===== src/hw/ucore_pkg.sv =====
package ucore_pkg;

    // Field widths
    localparam int WORD_W     = 32;
    localparam int IDX_W      = 4;
    localparam int IMM_W      = 16;
    localparam int OPC_W      = 7;
    localparam int AXI_ADDR_W = 12;
    localparam int NUM_REGS   = 16;          // Architectural register count

    typedef logic [WORD_W-1:0]     word_t;     // Register contents and AXI data
    typedef logic [IDX_W-1:0]      reg_idx_t;  // Register index
    typedef logic [IMM_W-1:0]      imm_t;      // Immediate, also the multiply count
    typedef logic [OPC_W-1:0]      opcode_t;
    typedef logic [AXI_ADDR_W-1:0] axil_addr_t;

    // Instruction layout, LSB of each field
    localparam int OPC_LSB = 25;
    localparam int RD_LSB  = 21;
    localparam int RS1_LSB = 17;
    localparam int RS2_LSB = 13;             // Overlaps imm16, which sits in 15:0

    // Opcodes
    localparam opcode_t OP_NOP  = 7'b1100100; // 11001 in the top bits
    localparam opcode_t OP_MOVI = 7'b0000000;
    localparam opcode_t OP_ADD  = 7'b0110001;
    localparam opcode_t OP_SUB  = 7'b0110010;
    localparam opcode_t OP_MULI = 7'b0111000;
    localparam opcode_t OP_MULR = 7'b0111001;

    // Decoded micro-op, drives the execute unit
    typedef struct packed {
        opcode_t  op;
        reg_idx_t rd;
        reg_idx_t rs1;
        reg_idx_t rs2;
        imm_t     imm;
    } uop_t;

    localparam uop_t UOP_NOP = '{op: OP_NOP, rd: '0, rs1: '0, rs2: '0, imm: '0};

    // Multiply sequencer states
    typedef enum logic [2:0] {
        S_IDLE  = 3'd0,
        S_CLEAR = 3'd1,   // Zero count, single SUB rd,rd,rd
        S_MOV   = 3'd2,   // rd <- 0
        S_ADD   = 3'd3,   // rd <- rd + rs1, once per count
        S_HALT  = 3'd4    // One cycle to hand the pipeline back
    } seq_state_t;

    // AXI4-Lite register map
    localparam axil_addr_t ADDR_INSTR    = 12'h000; // Write only
    localparam axil_addr_t ADDR_STATUS   = 12'h004; // Bit 0 is busy
    localparam axil_addr_t ADDR_REG_BASE = 12'h040; // Register i at base + 4*i

    localparam logic [1:0] RESP_OKAY   = 2'b00;
    localparam logic [1:0] RESP_SLVERR = 2'b10;

    typedef struct packed {
        axil_addr_t addr;
        logic       valid;
    } axil_aw_t;

    typedef struct packed {
        word_t      data;
        logic [3:0] strb;
        logic       valid;
    } axil_w_t;

endpackage


===== src/hw/axil_host_port.sv =====
`timescale 1ns/1ps

module axil_host_port
    import ucore_pkg::*;
(
    input  logic       clk,
    input  logic       rst,
    input  axil_aw_t   aw,
    output logic       awready,
    input  axil_w_t    w,
    output logic       wready,
    output logic       bvalid,
    output logic [1:0] bresp,
    input  logic       bready,
    input  axil_addr_t araddr,
    input  logic       arvalid,
    output logic       arready,
    output word_t      rdata,
    output logic [1:0] rresp,
    output logic       rvalid,
    input  logic       rready,
    input  logic       busy,
    output logic       instr_valid,
    output word_t      instr,
    output reg_idx_t   host_raddr,
    input  word_t      host_rdata
);

    logic       live;                 // Low until the first cycle out of reset
    logic       aw_hold, w_hold;      // Channel already taken, waiting for its partner
    axil_addr_t aw_addr_q;
    word_t      w_data_q;
    logic [3:0] w_strb_q;
    logic       aw_take, w_take, wr_fire, wr_is_instr;
    axil_addr_t wr_addr;
    word_t      wr_data;
    logic [3:0] wr_strb;
    logic       ar_take, rd_is_status, rd_is_reg;

    // Write channels stall while the core is busy or a response is out
    assign awready = live & ~aw_hold & ~bvalid & ~busy;
    assign wready  = live & ~w_hold & ~bvalid & ~busy;
    assign aw_take = aw.valid & awready;
    assign w_take  = w.valid & wready;

    // Current beat or the held one
    assign wr_addr = aw_hold ? aw_addr_q : aw.addr;
    assign wr_data = w_hold ? w_data_q : w.data;
    assign wr_strb = w_hold ? w_strb_q : w.strb;
    assign wr_fire = (aw_hold | aw_take) & (w_hold | w_take);
    assign wr_is_instr = (wr_addr == ADDR_INSTR) && (wr_strb == 4'hF); // Full word only

    always_ff @(posedge clk or posedge rst) begin
        if (rst) begin
            live        <= 1'b0;
            aw_hold     <= 1'b0;
            w_hold      <= 1'b0;
            bvalid      <= 1'b0;
            bresp       <= RESP_OKAY;
            instr_valid <= 1'b0;
        end else begin
            live        <= 1'b1;
            instr_valid <= 1'b0;                 // Single-cycle pulse
            if (wr_fire) begin
                aw_hold     <= 1'b0;
                w_hold      <= 1'b0;
                bvalid      <= 1'b1;
                bresp       <= wr_is_instr ? RESP_OKAY : RESP_SLVERR;
                instr_valid <= wr_is_instr;      // Other addresses issue nothing
            end else begin
                if (aw_take) aw_hold <= 1'b1;
                if (w_take) w_hold <= 1'b1;
                if (bvalid && bready) bvalid <= 1'b0;
            end
        end
    end

    always_ff @(posedge clk) begin
        if (aw_take) aw_addr_q <= aw.addr;
        if (w_take) begin
            w_data_q <= w.data;
            w_strb_q <= w.strb;
        end
        if (wr_fire) instr <= wr_data;
    end

    // Read side, one outstanding read
    assign arready = live & ~rvalid;
    assign ar_take = arvalid & arready;
    assign host_raddr   = araddr[2 +: IDX_W];  // Word index within the register window
    assign rd_is_status = (araddr == ADDR_STATUS);
    assign rd_is_reg    = ((araddr & ~axil_addr_t'(12'h03C)) == ADDR_REG_BASE);

    always_ff @(posedge clk or posedge rst) begin
        if (rst) begin
            rvalid <= 1'b0;
        end else if (ar_take) begin
            rvalid <= 1'b1;
        end else if (rready) begin
            rvalid <= 1'b0;
        end
    end

    always_ff @(posedge clk) begin
        if (ar_take) begin
            if (rd_is_status) begin
                rdata <= {{(WORD_W-1){1'b0}}, busy};
                rresp <= RESP_OKAY;
            end else if (rd_is_reg) begin
                rdata <= host_rdata;             // Value at the moment of the AR handshake
                rresp <= RESP_OKAY;
            end else begin
                rdata <= '0;
                rresp <= RESP_SLVERR;
            end
        end
    end

endmodule


===== src/hw/instr_decoder.sv =====
`timescale 1ns/1ps

module instr_decoder
    import ucore_pkg::*;
(
    input  logic  clk,
    input  logic  rst,
    input  logic  instr_valid,
    input  word_t instr,
    input  logic  seq_busy,
    output logic  dec_valid,
    output uop_t  dec_uop,
    output logic  mul_start,
    output uop_t  mul_uop,
    output logic  busy
);

    opcode_t opc;
    uop_t    fields;
    uop_t    uop_q;
    logic    is_mul, is_known;
    logic    pending;                       // Decoded word not yet handed on

    // Split the word, all fields extracted regardless of form
    always_comb begin
        opc        = instr[OPC_LSB +: OPC_W];
        fields.op  = opc;
        fields.rd  = instr[RD_LSB +: IDX_W];
        fields.rs1 = instr[RS1_LSB +: IDX_W];
        fields.rs2 = instr[RS2_LSB +: IDX_W];
        fields.imm = instr[IMM_W-1:0];
        is_mul     = (opc == OP_MULI) || (opc == OP_MULR);
        is_known   = is_mul || (opc == OP_NOP) || (opc == OP_MOVI) ||
                     (opc == OP_ADD) || (opc == OP_SUB);
        if (!is_known) fields = UOP_NOP;    // Unknown opcode degrades to NOP
    end

    always_ff @(posedge clk or posedge rst) begin
        if (rst) begin
            dec_valid <= 1'b0;
            mul_start <= 1'b0;
        end else begin
            dec_valid <= instr_valid & ~is_mul;  // Straight to execute
            mul_start <= instr_valid & is_mul;   // Hand to the sequencer
        end
    end

    always_ff @(posedge clk) begin
        if (instr_valid) uop_q <= fields;
    end

    assign dec_uop = uop_q;
    assign mul_uop = uop_q;   // Same register, qualified by mul_start
    assign pending = dec_valid | mul_start;
    assign busy    = instr_valid | pending | seq_busy;

endmodule


===== src/hw/mul_ucode_seq.sv =====
`timescale 1ns/1ps

module mul_ucode_seq
    import ucore_pkg::*;
(
    input  logic  clk,
    input  logic  rst,
    input  logic  mul_start,
    input  uop_t  mul_uop,
    input  word_t op_b_val,   // rs2 contents, read in the start cycle
    output uop_t  seq_uop,
    output logic  seq_own,
    output logic  seq_busy
);

    seq_state_t state, state_nxt;
    imm_t       cnt_q, cnt_nxt;      // ADDs still to issue
    imm_t       start_cnt;
    reg_idx_t   rd_q, rs1_q;
    logic       start;

    assign start = (state == S_IDLE) && mul_start;

    // MULI counts from imm16, MULR from the low half of rs2
    always_comb begin
        if (mul_uop.op == OP_MULR) begin
            start_cnt = op_b_val[IMM_W-1:0];
        end else begin
            start_cnt = mul_uop.imm;
        end
    end

    always_ff @(posedge clk or posedge rst) begin
        if (rst) begin
            state <= S_IDLE;
            cnt_q <= '0;
        end else begin
            state <= state_nxt;
            cnt_q <= cnt_nxt;
        end
    end

    // Operand registers, loaded once per multiply
    always_ff @(posedge clk) begin
        if (start) begin
            rd_q  <= mul_uop.rd;
            rs1_q <= mul_uop.rs1;
        end
    end

    // Next state and micro-op emission
    always_comb begin
        state_nxt = state;
        cnt_nxt   = cnt_q;
        seq_uop   = UOP_NOP;
        seq_own   = 1'b0;
        case (state)
            S_IDLE: begin
                if (mul_start) begin
                    cnt_nxt   = start_cnt;
                    // x*0 takes the short path
                    state_nxt = (start_cnt == '0) ? S_CLEAR : S_MOV;
                end
            end
            S_CLEAR: begin
                seq_uop.op  = OP_SUB;       // rd - rd clears rd
                seq_uop.rd  = rd_q;
                seq_uop.rs1 = rd_q;
                seq_uop.rs2 = rd_q;
                seq_own     = 1'b1;
                state_nxt   = S_HALT;
            end
            S_MOV: begin
                seq_uop.op  = OP_MOVI;      // rd <- 0
                seq_uop.rd  = rd_q;
                seq_uop.imm = '0;
                seq_own     = 1'b1;
                state_nxt   = S_ADD;        // Count is at least one here
            end
            S_ADD: begin
                seq_uop.op  = OP_ADD;
                seq_uop.rd  = rd_q;
                seq_uop.rs1 = rd_q;         // Accumulator
                seq_uop.rs2 = rs1_q;
                seq_own     = 1'b1;
                cnt_nxt     = cnt_q - 1'b1;
                if (cnt_q == imm_t'(1)) state_nxt = S_HALT; // Last ADD
            end
            S_HALT: begin
                state_nxt = S_IDLE;         // Give the pipeline back
            end
            default: begin
                state_nxt = S_IDLE;
            end
        endcase
    end

    assign seq_busy = (state != S_IDLE);

endmodule


===== src/hw/exec_unit.sv =====
`timescale 1ns/1ps

module exec_unit
    import ucore_pkg::*;
(
    input  logic     clk,
    input  logic     rst,
    input  logic     uop_valid,
    input  uop_t     uop,
    input  reg_idx_t op_b_raddr,   // Sequencer count read
    input  reg_idx_t host_raddr,   // Host read
    output word_t    op_b_val,
    output word_t    host_rdata
);

    word_t regs [NUM_REGS];
    word_t rs1_val, rs2_val;
    word_t result;
    logic  wr_en;

    assign rs1_val = regs[uop.rs1];
    assign rs2_val = regs[uop.rs2];

    // ALU, one micro-op per cycle
    always_comb begin
        result = '0;
        wr_en  = 1'b0;
        case (uop.op)
            OP_MOVI: begin
                result = {{(WORD_W-IMM_W){1'b0}}, uop.imm}; // Zero-extended
                wr_en  = uop_valid;
            end
            OP_ADD: begin
                result = rs1_val + rs2_val;      // Wraps mod 2^32
                wr_en  = uop_valid;
            end
            OP_SUB: begin
                result = rs1_val - rs2_val;
                wr_en  = uop_valid;
            end
            default: begin
                wr_en = 1'b0;                    // NOP, nothing written
            end
        endcase
    end

    always_ff @(posedge clk or posedge rst) begin
        if (rst) begin
            for (int i = 0; i < NUM_REGS; i++) begin
                regs[i] <= '0;
            end
        end else if (wr_en) begin
            regs[uop.rd] <= result;
        end
    end

    // Asynchronous read ports
    assign op_b_val   = regs[op_b_raddr];
    assign host_rdata = regs[host_raddr];

endmodule


===== src/hw/ucore_top.sv =====
`timescale 1ns/1ps

module ucore_top
    import ucore_pkg::*;
(
    input  logic       clk,
    input  logic       rst,
    input  axil_aw_t   aw,
    output logic       awready,
    input  axil_w_t    w,
    output logic       wready,
    output logic       bvalid,
    output logic [1:0] bresp,
    input  logic       bready,
    input  axil_addr_t araddr,
    input  logic       arvalid,
    output logic       arready,
    output word_t      rdata,
    output logic [1:0] rresp,
    output logic       rvalid,
    input  logic       rready
);

    logic     instr_valid, busy, dec_valid, mul_start, seq_own, seq_busy;
    word_t    instr, host_rdata, op_b_val;
    reg_idx_t host_raddr;
    uop_t     dec_uop, mul_uop, seq_uop, issue_uop;
    logic     issue_valid;

    axil_host_port u_host (
        .clk, .rst, .aw, .awready, .w, .wready, .bvalid, .bresp, .bready,
        .araddr, .arvalid, .arready, .rdata, .rresp, .rvalid, .rready,
        .busy, .instr_valid, .instr, .host_raddr, .host_rdata
    );

    instr_decoder u_dec (
        .clk, .rst, .instr_valid, .instr, .seq_busy,
        .dec_valid, .dec_uop, .mul_start, .mul_uop, .busy
    );

    mul_ucode_seq u_seq (
        .clk, .rst, .mul_start, .mul_uop, .op_b_val, .seq_uop, .seq_own, .seq_busy
    );

    // Issue mux, the sequencer wins while it owns the pipe
    assign issue_uop   = seq_own ? seq_uop : dec_uop;
    assign issue_valid = seq_own | dec_valid;

    exec_unit u_exec (
        .clk, .rst, .uop_valid(issue_valid), .uop(issue_uop),
        .op_b_raddr(mul_uop.rs2), .host_raddr, .op_b_val, .host_rdata
    );

endmodule


===== config.mk =====
export PLATFORM = sky130hd
export DESIGN_NAME = ucore_top
export DESIGN_NICKNAME = d
export VERILOG_FILES = /design/src/hw/ucore_pkg.sv /design/src/hw/axil_host_port.sv /design/src/hw/instr_decoder.sv /design/src/hw/mul_ucode_seq.sv /design/src/hw/exec_unit.sv /design/src/hw/ucore_top.sv
export SDC_FILE = /design/constraint.sdc
export NUM_CORES = 2
export LEC_CHECK = 0
export BUFFER_PORTS_ARGS = -buffer_cell sky130_fd_sc_hd__buf_2
export CELL_PAD_IN_SITES_DETAIL_PLACEMENT = 0
export CELL_PAD_IN_SITES_GLOBAL_PLACEMENT = 1
export CORE_MARGIN = 8
export CORE_UTILIZATION = 50
export DETAILED_ROUTE_END_ITERATION = 8
export GPL_TIMING_DRIVEN = 1
export PLACE_DENSITY = 0.75
export RECOVER_POWER = 100
export SLEW_MARGIN = 20
export SYNTH_ARGS = -nofsm -noshare
export SYNTH_HDL_FRONTEND = slang
export SYNTH_HIERARCHICAL = 1
export SYNTH_SLANG_ARGS = --single-unit

===== constraint.sdc =====
create_clock -name clk -period 59 [get_ports clk]
set_input_delay 17.7 -clock clk [delete_from_list [all_inputs] [get_ports clk]]
set_output_delay 17.7 -clock clk [all_outputs]
set_load 0.005 [all_outputs]

==> run_results.csv <==
group,metric,value,unit
run_status,run_status,"complete, but fails checks",
run_status,violations,"max-capacitance violations, max-slew violations",
final_layout,nets,3465,
clock_tree,tritoncts,"yes",
place,postPlaceCellArea,43400,um^2
clock_tree,cts-htree-levels,3,
global_routing,grt_pass1_wl,204000,um
critical_path,setup.worst_path.start_class,"primary input",
critical_path,critical_path_arrival,26.74,ns
clock_tree,cts_resized,0,
power_and_ir_drop,irDropWorstVdd,0.0310,mV
timing,final.setup_skew,0.0204,ns
global_routing,overflow,0,
clock_tree,cts_root_buffer,"sky130_fd_sc_hd__clkbuf_16",
floorplan,die_width,308,um
floorplan,die-area,94800,um^2
floorplan,io-pin-count,108,
place,gp_congestion,0.896,
timing,slew_headroom,-367,%
timing,worst-slew-pin-transition,7.00,ns
routing,drt_first_iter_violations,3475,
final_layout,area_delta_synth_final,7.55,%
place,place.detailed.hpwl,83300,um
clock_tree,post_cts_setup_buffers,0,
critical_path,endpoint_kind,"async pin",
clock_tree,cts-buffers-inserted,79,
timing,finalCritPeriodShare,45.8,%
floorplan,die_span_in_y,308,um
timing,setup-violations-final,0,
place,port_buffers,105,
timing,fin_setup_tns,0,ns
synthesis,syn_avg_cell_area,12.3,um^2
routing,drc,0,
timing,finalCriticalPeriod,27.00,ns
clock_tree,cts.path.max_buffers,3,
routing,drt_first_pass_iters,6,
power_and_ir_drop,cellPowerDensity,23.5,nW/um^2
final_layout,drive_above_1_share,24.9,%
floorplan,floorplan.rows,107,
critical_path,timing.critical_path.required,58.73,ns
global_routing,grt_antenna_before_repair,1,
floorplan,core_region_area,84700,um^2
timing,max_clock_freq,37.0,MHz
timing,final-hold-violation-count,0,
routing,avgRoutedWirePerCell,29.5,um
global_routing,grt_max_degree,107,
floorplan,start_util,50.2,%
clock_tree,clock-sinks,693,
flow_run,count_of_maximum_capacitance_violations,21,
final_layout,final_design_utilization,54.0,%
clock_tree,cts_hold_buffers,0,
timing,rsz0062_at_grt,"false",
min_path,timing.hold.worst.class,"register to register",
global_routing,grt_pass1_vias,31400,
critical_path,timing_worst_setup_path_type,"primary input to async pin",
power_and_ir_drop,power_leakage,17.7,nW
synthesis,yosysWarnings,6,
clock_tree,clock_insertion_delay_worst_skew,0.65,ns
routing,routed_via_density,6.84,
routing,drt.antenna.violating_nets,0,
timing,timing.final.max_slew_violations,1093,
routing,vias,31300,
critical_path,crit_fanout,106,
synthesis,syn-cell-area,42600,um^2
synthesis,syn_inst,3462,
routing,wl,135000,um
clock_tree,clk_pin_slew_worst_paths,0.06,ns
global_routing,groute.usage.overall,28.5,%
final_layout,finish.instance_area,45800,um^2
critical path: stages:
cell                         delay, ns
sky130_fd_sc_hd__clkbuf_1         0.13
sky130_fd_sc_hd__clkinvlp_2       2.70
sky130_fd_sc_hd__clkbuf_1         2.76
sky130_fd_sc_hd__clkbuf_1         3.20
metal layers:
metal / GRT usage (%) / routed length [um] / part of all wire [%] / vias up
met5: 0 / 0 / 0 / -
li1: - / - / - / 13000
met4: 13.0 / 7140 / 5.3 / 0
met2: 44.0 / 62000 / 46 / 1954
met3: 7.55 / 14600 / 11 / 433
met1: 37.9 / 51200 / 38 / 15900
path summary, 6_finish.rpt:
| check | from | end | slack (ns) | cells past startpoint |
|---|---|---|---|---|
| setup reg to reg | u_dec/dec_uop[16] | u_exec/regs[412] | 41.92 | 21 |
| setup / recovery | rst | u_exec/regs[282] | 32.00 | 4 |
| min in group asynchronous | rst | u_dec/dec_valid | 17.00 | 2 |
| hold / removal | u_dec/dec_uop[27] | u_seq/rd_q[3] | 0.47 | 0 |
| hold reg to reg | u_dec/dec_uop[27] | u_seq/rd_q[3] | 0.47 | 0 |
| max in group clk | araddr[2] | u_host/rdata[10] | 32.05 | 5 |
sequential cells by signal, summed over array words and instances, names as in the netlist, 3 cells and up:
name              count
u_host/rdata         32
u_host/aw_addr_q     12
u_host/instr         32
u_dec/dec_uop        32
u_seq/rs1_q           4
u_seq/cnt_q          16
u_seq/state           3
u_host/w_strb_q       4
u_host/w_data_q      32
u_exec/regs         512
u_seq/rd_q            4
stage by stage:
stage          total power, mW  hold WS, ns  cells  setup slack (ns)
5_1_grt                   1.11        0.486   4574             30.16
4_1_cts                   1.09        0.469   4568             38.59
6_report                  1.08        0.466   4576             32.00
3_3_place_gp             0.575        0.442   4417             38.00
2_1_floorplan            0.560        0.477   3479             27.00
3_5_place_dp             0.577        0.445   4420             37.89
report_power, final:
part / internal (mW) / switching (mW)
sequential: 0.508 / 0.00464
clock: 0.297 / 0.213
combinational: 0.0197 / 0.0344
cell usage in the layout, fill, tap and decap left out, types with 18 or more instances in the layout:
master / count
sky130_fd_sc_hd__o31ai_1: 34
sky130_fd_sc_hd__inv_1: 23
sky130_fd_sc_hd__clkbuf_16: 80
sky130_fd_sc_hd__o21ai_0: 534
sky130_fd_sc_hd__mux4_2: 524
sky130_fd_sc_hd__and2_1: 19
sky130_fd_sc_hd__buf_2: 43
sky130_fd_sc_hd__ha_1: 34
sky130_fd_sc_hd__mux2_4: 26
sky130_fd_sc_hd__xnor2_1: 25
sky130_fd_sc_hd__nand2_1: 568
sky130_fd_sc_hd__a221oi_1: 18
sky130_fd_sc_hd__nand3_1: 26
sky130_fd_sc_hd__and3_1: 36
sky130_fd_sc_hd__a21oi_1: 46
sky130_fd_sc_hd__mux2i_1: 45
sky130_fd_sc_hd__nor4_1: 24
sky130_fd_sc_hd__buf_4: 39
sky130_fd_sc_hd__nor2_1: 50
sky130_fd_sc_hd__nor3_1: 18
sky130_fd_sc_hd__a22oi_1: 24
sky130_fd_sc_hd__xor2_1: 22
sky130_fd_sc_hd__conb_1: 20
sky130_fd_sc_hd__edfxtp_1: 153
sky130_fd_sc_hd__clkbuf_1: 109
sky130_fd_sc_hd__mux2_2: 42
sky130_fd_sc_hd__a21boi_0: 23
sky130_fd_sc_hd__dfrtp_1: 540
layout make-up:
cell class              instances  area [um^2]
repair buffers                174          861
flip-flops and latches        693        18100
clock inverters                39          487
inverters                      26         98.8
multi-input cells            2389        22600
well taps                    1144         1430
fillers                      7099        38900
diodes                          2         5.00
clock buffers                 109         2210
Power figures use the tool's default switching activity.
